===== config.mk =====
export PLATFORM = sky130hd
export DESIGN_NAME = line_window_top
export DESIGN_NICKNAME = d
export VERILOG_FILES = /design/src/verilog/line_ctrl_pkg.sv /design/src/verilog/pixel_pkg.sv /design/src/verilog/line_window_top.sv /design/src/verilog/window_shifter.sv /design/src/verilog/window_sequencer.sv /design/src/verilog/line_store.sv /design/src/verilog/line_sram.sv
export VERILOG_INCLUDE_DIRS = /design/src /design/src/include
export SDC_FILE = /design/constraint.sdc
export NUM_CORES = 2
export LEC_CHECK = 0
export ABC_AREA = 1
export BUFFER_PORTS_ARGS = -buffer_cell sky130_fd_sc_hd__buf_2
export CELL_PAD_IN_SITES_DETAIL_PLACEMENT = 0
export CELL_PAD_IN_SITES_GLOBAL_PLACEMENT = 1
export CORE_MARGIN = 2
export CORE_UTILIZATION = 45
export DETAILED_ROUTE_END_ITERATION = 12
export PLACE_DENSITY = 0.8
export SLEW_MARGIN = 10
export SYNTH_ARGS = -nofsm -noshare
export SYNTH_HDL_FRONTEND = slang
export SYNTH_SLANG_ARGS = --single-unit

===== constraint.sdc =====
create_clock -name clk -period 19.74 [get_ports clk]
set_input_delay 0.987 -clock clk [delete_from_list [all_inputs] [get_ports clk]]
set_output_delay 0.987 -clock clk [all_outputs]
set_load 0.005 [all_outputs]

===== src/include/line_window_settings.svh =====
// image size, color depth, window edge and line RAM count macros
`ifndef LINE_WINDOW_SETTINGS_SVH
`define LINE_WINDOW_SETTINGS_SVH

// frame geometry, small for simulation
`define IMG_WIDTH  8
`define IMG_HEIGHT 6

// bits per red, green and blue channel
`define COLOR_BITS 8

// edge of the square interpolation window
`define WIN_SIZE   4

// one spare RAM beyond the window height, so a row can fill during emission
`define NUM_BANKS  5

`endif

===== src/verilog/line_ctrl_pkg.sv =====
// bank, column and row index types for the line RAM control
`default_nettype none

package line_ctrl_pkg;

    `include "line_window_settings.svh"

    localparam int BANK_BITS = $clog2(`NUM_BANKS);
    localparam int COL_BITS  = $clog2(`IMG_WIDTH);
    localparam int ROW_BITS  = $clog2(`IMG_HEIGHT);

    // which of the rotating line RAMs
    typedef logic [BANK_BITS-1:0] bank_idx_t;

    // pixel address inside one line RAM
    typedef logic [COL_BITS-1:0] col_idx_t;

    // row number inside the frame
    typedef logic [ROW_BITS-1:0] row_idx_t;

endpackage

`default_nettype wire


===== src/verilog/pixel_pkg.sv =====
// pixel, pixel column and 4x4 window types
`default_nettype none

package pixel_pkg;

    `include "line_window_settings.svh"

    // one RGB sample as it arrives from the source
    typedef struct packed {
        logic [`COLOR_BITS-1:0] red;
        logic [`COLOR_BITS-1:0] green;
        logic [`COLOR_BITS-1:0] blue;
    } pixel_t;

    // vertical slice of the window
    // element 0 holds the oldest row, element WIN_SIZE-1 the newest
    typedef pixel_t [`WIN_SIZE-1:0] pixel_column_t;

    // full window handed to the interpolator
    // element 0 is the leftmost column, element WIN_SIZE-1 the rightmost
    // so window[i][j] is column c-3+i of row r-3+j
    typedef pixel_column_t [`WIN_SIZE-1:0] window_t;

endpackage

`default_nettype wire


===== src/verilog/line_window_top.sv =====
// line window top level connecting sequencer, line store and window shifter
`timescale 1ns/1ps
`default_nettype none

module line_window_top
    import pixel_pkg::*, line_ctrl_pkg::*;
(
    input  logic    clk,
    input  logic    rst_n,
    input  pixel_t  pix,
    input  logic    pix_valid,
    output logic    pix_ready,
    output window_t window,
    output logic    window_valid,
    input  logic    window_ready
);

    logic          wr_en;
    col_idx_t      wr_col;
    logic          rd_en;
    col_idx_t      rd_col;
    bank_idx_t     fill_bank;
    logic          shift_en;
    pixel_column_t read_col;

    window_sequencer window_sequencer_inst (
        .clk          (clk),
        .rst_n        (rst_n),
        .pix_valid    (pix_valid),
        .pix_ready    (pix_ready),
        .window_ready (window_ready),
        .window_valid (window_valid),
        .wr_en        (wr_en),
        .wr_col       (wr_col),
        .rd_en        (rd_en),
        .rd_col       (rd_col),
        .fill_bank    (fill_bank),
        .shift_en     (shift_en)
    );

    line_store line_store_inst (
        .clk       (clk),
        .wr_en     (wr_en),
        .wr_col    (wr_col),
        .pix       (pix),
        .rd_en     (rd_en),
        .rd_col    (rd_col),
        .fill_bank (fill_bank),
        .read_col  (read_col)
    );

    window_shifter window_shifter_inst (
        .clk      (clk),
        .shift_en (shift_en),
        .read_col (read_col),
        .window   (window)
    );

endmodule

`default_nettype wire


===== src/verilog/window_shifter.sv =====
// 4x4 window shift register loaded one pixel column at a time
`timescale 1ns/1ps
`default_nettype none

`include "line_window_settings.svh"

module window_shifter
    import pixel_pkg::*;
(
    input  logic          clk,
    input  logic          shift_en,
    input  pixel_column_t read_col,
    output window_t       window
);

    // columns move one place left, the fresh column enters on the right
    always_ff @(posedge clk) begin
        if (shift_en) begin
            for (int i = 0; i < `WIN_SIZE - 1; i++) begin
                window[i] <= window[i + 1];
            end
            window[`WIN_SIZE - 1] <= read_col;
        end
    end

endmodule

`default_nettype wire


===== src/verilog/window_sequencer.sv =====
// fill and emit counters, bank rotation, pixel and window handshakes, read and shift strobes
`timescale 1ns/1ps
`default_nettype none

`include "line_window_settings.svh"

module window_sequencer
    import line_ctrl_pkg::*;
(
    input  logic      clk,
    input  logic      rst_n,
    input  logic      pix_valid,
    output logic      pix_ready,
    input  logic      window_ready,
    output logic      window_valid,
    output logic      wr_en,
    output col_idx_t  wr_col,
    output logic      rd_en,
    output col_idx_t  rd_col,
    output bank_idx_t fill_bank,
    output logic      shift_en
);

    localparam col_idx_t  LAST_COL       = col_idx_t'(`IMG_WIDTH - 1);
    localparam col_idx_t  FIRST_WIN_COL  = col_idx_t'(`WIN_SIZE - 1);
    localparam row_idx_t  LAST_ROW       = row_idx_t'(`IMG_HEIGHT - 1);
    localparam row_idx_t  FIRST_EMIT_ROW = row_idx_t'(`WIN_SIZE - 1);
    localparam bank_idx_t LAST_BANK      = bank_idx_t'(`NUM_BANKS - 1);

    // fill side
    col_idx_t fill_col;
    row_idx_t fill_row;
    logic     fill_done;

    // emit side, emit_row is the next row that gets a window pass
    col_idx_t emit_col;
    row_idx_t emit_row;
    logic     emit_busy;

    // column read from the RAMs and not yet shifted into the window
    logic     col_pending;
    col_idx_t shift_col;

    logic pix_fire;
    logic fill_end;
    logic emit_finish;
    logic advance;
    logic start_emit;
    logic slot_free;

    assign pix_ready = !fill_done;
    assign pix_fire  = pix_valid && pix_ready;
    assign wr_en     = pix_fire;
    assign wr_col    = fill_col;

    // shifting destroys the current window, so it must be empty or leaving
    assign slot_free = !window_valid || window_ready;
    assign shift_en  = col_pending && slot_free;
    assign rd_en     = emit_busy && (!col_pending || shift_en);
    assign rd_col    = emit_col;

    assign emit_finish = rd_en && (emit_col == LAST_COL);
    assign fill_end    = fill_done || (pix_fire && (fill_col == LAST_COL));

    // rotate only once the spare row is full and the last column read is out
    assign advance    = fill_end && (!emit_busy || emit_finish);
    assign start_emit = advance && (fill_row == emit_row);

    always_ff @(posedge clk or negedge rst_n) begin
        if (!rst_n) begin
            fill_col  <= '0;
            fill_row  <= '0;
            fill_bank <= '0;
            fill_done <= 1'b0;
        end else begin
            if (pix_fire) begin
                fill_col <= (fill_col == LAST_COL) ? '0 : fill_col + 1'b1;
            end
            if (advance) begin
                fill_done <= 1'b0;
                fill_row  <= (fill_row == LAST_ROW) ? '0 : fill_row + 1'b1;
                fill_bank <= (fill_bank == LAST_BANK) ? '0 : fill_bank + 1'b1;
            end else if (fill_end) begin
                // hold the source off until the emission catches up
                fill_done <= 1'b1;
            end
        end
    end

    always_ff @(posedge clk or negedge rst_n) begin
        if (!rst_n) begin
            emit_col  <= '0;
            emit_row  <= FIRST_EMIT_ROW;
            emit_busy <= 1'b0;
        end else begin
            if (start_emit) begin
                emit_busy <= 1'b1;
                emit_row  <= (emit_row == LAST_ROW) ? FIRST_EMIT_ROW : emit_row + 1'b1;
            end else if (emit_finish) begin
                emit_busy <= 1'b0;
            end
            if (rd_en) begin
                emit_col <= (emit_col == LAST_COL) ? '0 : emit_col + 1'b1;
            end
        end
    end

    always_ff @(posedge clk or negedge rst_n) begin
        if (!rst_n) begin
            col_pending  <= 1'b0;
            window_valid <= 1'b0;
        end else begin
            if (rd_en) begin
                col_pending <= 1'b1;
            end else if (shift_en) begin
                col_pending <= 1'b0;
            end
            // first three columns of a row only prime the window
            if (shift_en) begin
                window_valid <= (shift_col >= FIRST_WIN_COL);
            end else if (window_ready) begin
                window_valid <= 1'b0;
            end
        end
    end

    always_ff @(posedge clk) begin
        if (rd_en) begin
            shift_col <= emit_col;
        end
    end

    a_bank_range: assert property (
        @(posedge clk) disable iff (!rst_n)
        fill_bank < bank_idx_t'(`NUM_BANKS)
    ) else $error("window_sequencer: fill_bank out of range");

    a_window_hold: assert property (
        @(posedge clk) disable iff (!rst_n)
        window_valid && !window_ready |=> window_valid
    ) else $error("window_sequencer: window dropped before it was taken");

endmodule

`default_nettype wire


===== src/verilog/line_store.sv =====
// five rotating line RAMs with write steering and an age-ordered read column
`timescale 1ns/1ps
`default_nettype none

`include "line_window_settings.svh"

module line_store
    import pixel_pkg::*, line_ctrl_pkg::*;
(
    input  logic          clk,
    input  logic          wr_en,
    input  col_idx_t      wr_col,
    input  pixel_t        pix,
    input  logic          rd_en,
    input  col_idx_t      rd_col,
    input  bank_idx_t     fill_bank,
    output pixel_column_t read_col
);

    pixel_t    bank_rdata [`NUM_BANKS];
    bank_idx_t rd_bank;

    // the fill bank takes the write, the other four serve the read
    for (genvar b = 0; b < `NUM_BANKS; b++) begin : g_bank
        logic is_fill;

        assign is_fill = (fill_bank == bank_idx_t'(b));

        line_sram line_sram_inst (
            .clk   (clk),
            .wr_en (wr_en && is_fill),
            .rd_en (rd_en && !is_fill),
            .addr  (is_fill ? wr_col : rd_col),
            .wdata (pix),
            .rdata (bank_rdata[b])
        );
    end

    // fill bank at read time, the rotation may move on before the shift
    always_ff @(posedge clk) begin
        if (rd_en) begin
            rd_bank <= fill_bank;
        end
    end

    // oldest row sits in the bank right after the fill bank, then ascending
    always_comb begin
        bank_idx_t sel;
        for (int k = 0; k < `WIN_SIZE; k++) begin
            sel = bank_idx_t'((int'(rd_bank) + 1 + k) % `NUM_BANKS);
            read_col[k] = bank_rdata[sel];
        end
    end

endmodule

`default_nettype wire


===== src/verilog/line_sram.sv =====
// single-port line RAM with a one-cycle registered read that holds its value
`timescale 1ns/1ps
`default_nettype none

`include "line_window_settings.svh"

module line_sram
    import pixel_pkg::*, line_ctrl_pkg::*;
(
    input  logic     clk,
    input  logic     wr_en,
    input  logic     rd_en,
    input  col_idx_t addr,
    input  pixel_t   wdata,
    output pixel_t   rdata
);

    // one image row
    pixel_t mem [`IMG_WIDTH];

    always_ff @(posedge clk) begin
        if (wr_en) begin
            mem[addr] <= wdata;
        end
    end

    // output register only moves on a read, so the column can wait downstream
    always_ff @(posedge clk) begin
        if (rd_en) begin
            rdata <= mem[addr];
        end
    end

    // the bank being filled must never be one of the banks read for the window
    a_single_port: assert property (
        @(posedge clk) !(wr_en && rd_en)
    ) else $error("line_sram: read and write in the same cycle");

endmodule

`default_nettype wire


==> summary.md <==
| Metric | Value |
|---|---|
| Critical Setup Path Class | reg -> reg |
| Slowest-stage cell, CP | inv_1 |
| Reg2Reg Launch Point | line_store_inst.rd_bank[0] |
| Final worst setup slack | 12.86 ns |
| HP Class | in -> async |
| Postcts setup bufs | 0 |
| Bufs on Longest Clock Path | 3 |
| CP Launch Type | flop |
| Status | completed |
| Layout cells sized above 1 | 0.161 |
| Register area | 0.0446 mm^2 |
| EDFF count, synth | 1470 |
| CP peak stage delay | 1.09 ns |
| Routed WL | 177000 um |
| CTS buffer count | 154 |
| Worst-Skew Late Latency | 0.81 ns |
| Residual DRC count | 0 |
| Rel. slew slack | 0.114 |
| Via/cell ratio | 5.68 |
| CTS tree | done |
| Highest clock rate | 145 MHz |
| Synth unique cells | 48 |
| Port buffer count | 413 |
| Sequential area share after synthesis | 0.758 |
| Post-CTS Resized | 0 |
| Synthesized area | 0.0589 mm^2 |
| Post-synthesis async set-or-reset flop share | 0.0128 |
| Area share of the largest cell type after synthesis | 0.750 |
| Req. time, crit path | 20.29 ns |
| Num ports | 414 |
| Final setup TNS | 0 ns |
| Gr ovfl total | 0 |
| Critical path capture point type | flop |
| GRT Total Usage | 0.262 |
| RSZ-0062 raised after global routing | no |
| Dpl ws | 13.02 ns |
| Area Growth Syn to Fin | 15.7% |
| Commonest non-fill, non-tap cells in the layout | 1470 x edfxtp_1, 820 x nor2_1, 481 x nand3_1 |
| Mapped Cells | 4513 |
| Area leader, netlist | edfxtp_1 |
| Setup violators final | 0 |
| Cts hold-fix bufs | 0 |
| Crit path top cell by count | nand2_1 |
| Crit path launch | line_store_inst.rd_bank[0] |
| Number of failing hold endpoints at the final stage | 0 |
| Syn. warnings | 0 |
| Final Critical Period | 6.88 ns |
| First-pass GRT wire length | 252000 um |
| Root Driver | clkbuf_16 |
| Wirelength per Cell | 26.1 um |
| Final GP Congestion | 0.898 |
| Most common cell after layout, fill and taps aside | edfxtp_1 |
| R2R setup slack | 12.86 ns |
| Post-synthesis register bit count | 1489 |
| Footprint of the multi-input gates | 0.0131 mm^2 |
| Initial antenna violation count | 16 |
| Core area | 0.130 mm^2 |
| Die area | 0.134 mm^2 |
| Slew of the pin with the lowest slew margin | 1.33 ns |
| Synth Net Count | 4583 |
| Main synth FF type | edfxtp_1 |
| Die Ht | 366 um |
| Clk slew on worst S/H paths | 0.07 ns |
| Main area contributors after synthesis | edfxtp_1 75%, nor2_1 5.5%, nand3_1 4.1% |
| HPWL after detailed placement | 111000 um |
| Via count | 38500 |
| Drt first pass iters | 6 |
| DRT iter0 DRCs | 5138 |
| Post-route clock skew | 0.0474 ns |
| FP Rows | 132 |
| Critical Path AT | 7.43 ns |
| Post-layout nets | 4971 |
| Avg Inst Size Synth | 13.0 um^2 |
| Fill count | 10600 |
| Remaining antenna violation count | 0 |
| Vias in the first global route | 35500 |
| CTS H-tree depth | 4 |
| Pin count of the biggest net entering global routing | 92 |
| Max Cap Viol | 0 |
| Final slew viol count | 0 |
| Clock tree sinks | 1489 |
| Tcrit/Tclk final | 0.349 |
| Horiz. Die Dim | 366 um |
| Critical path fanouts, max | 26 |
| Initial Utilization | 0.454 |
-- final timing paths --
kind	end	cells after the start
max	window_shifter_inst.window[377]	28
min	window_sequencer_inst.fill_bank[1]	1
max reg2reg	window_shifter_inst.window[377]	28
min reg2reg	window_shifter_inst.window[1]	0
max in group asynchronous	window_sequencer_inst.emit_row[1]	1
min in group clk	window_shifter_inst.window[1]	0
-- state kept, by name, summed over array words and instances (netlist names) --
register and flops:
window_sequencer_inst.fill_bank 3, window_sequencer_inst.shift_col 3, line_store_inst.g_bank.line_sram_inst.mem 960, window_sequencer_inst.wr_col 3, window_sequencer_inst.fill_row 3, window_sequencer_inst.col_pending 1, window_sequencer_inst.fill_done 1, window_sequencer_inst.window_valid 1
window_sequencer_inst.rd_col 3, window_sequencer_inst.emit_busy 1, line_store_inst.g_bank.line_sram_inst.rdata 120, window_sequencer_inst.emit_row 3, line_store_inst.rd_bank 3, window_shifter_inst.window 384
-- area by class of cell --
cell class                      count  share of cell area
Sequential cell                  1489               0.655
Multi-Input combinational cell   2629               0.192
Clock buffer                      185              0.0589
Timing Repair Buffer              477              0.0374
Tap cell                         1742              0.0320
Clock inverter                    100              0.0159
Inverter                          150             0.00832
Antenna cell                       11            0.000404
-- cell families (layout without fill, tap and decap cells) --
family | count (synthesis) | in the layout | share of synthesized area
and+or+nand+nor | 1873 | 1873 | 0.132
DFF | 1489 | 1489 | 0.758
AOI/OAI and AO/OA | 699 | 699 | 0.0705
buffers and inverters | 395 | 912 | 0.0279
adders and majority gates | 42 | 42 | 0.00893
xor gates and xnor gates | 15 | 15 | 0.00261
other | 0 | 11 | 0
-- critical path, delay by kind of cell, from the launching register on --
kind | cells | cell delay (ns)
compound gates | 2 | 0.55
xor+xnor | 1 | 0.25
fa+ha+maj | 5 | 1.42
buf+inv | 6 | 2.07
flops | 1 | 0.34
simple gates | 14 | 1.90
-- metal layers --
metal	track usage	vias to the layer above	wire, um	share of wire
met5	0	-	54	0.00030
li1	-	17200	-	-
met4	0.123	8	8320	0.047
met3	0.0500	291	15800	0.089
met2	0.420	2082	83900	0.47
met1	0.346	18900	69000	0.39
-- cells in the mapped netlist (all sizes together), types with 2 or more instances --
cell / n
nand4: 8
dfstp: 2
o41ai: 24
xor2: 12
nor3: 15
nand2: 487
o31ai: 2
nor2: 874
dfrtp: 17
nor4: 3
nand3: 484
o2111ai: 93
ha: 42
a31oi: 3
o21ai: 488
o221ai: 10
a221oi: 13
edfxtp: 1470
o22ai: 14
o211ai: 7
xnor2: 3
clkbuf: 158
buf: 87
a211oi: 4
a21oi: 25
inv: 141
o311ai: 13
clkinv: 9
-- metrics by stage --
| step | hold slack [ns] | area [um^2] | std cells | utilization |
|---|---|---|---|---|
| after floorplan | 0.448 | 58900 | 4513 | - |
| after global placement | 0.423 | 63000 | 6487 | 0.486 |
| after detailed placement | 0.429 | 63000 | 6487 | 0.486 |
| after CTS | 0.104 | 68100 | 6772 | 0.525 |
| after global routing | 0.147 | 68100 | 6776 | 0.525 |
| final | 0.145 | 68100 | 6783 | 0.525 |
Power is not shown: default switching activity piles up to over one toggle a cycle in this logic, so the estimate is an artifact.
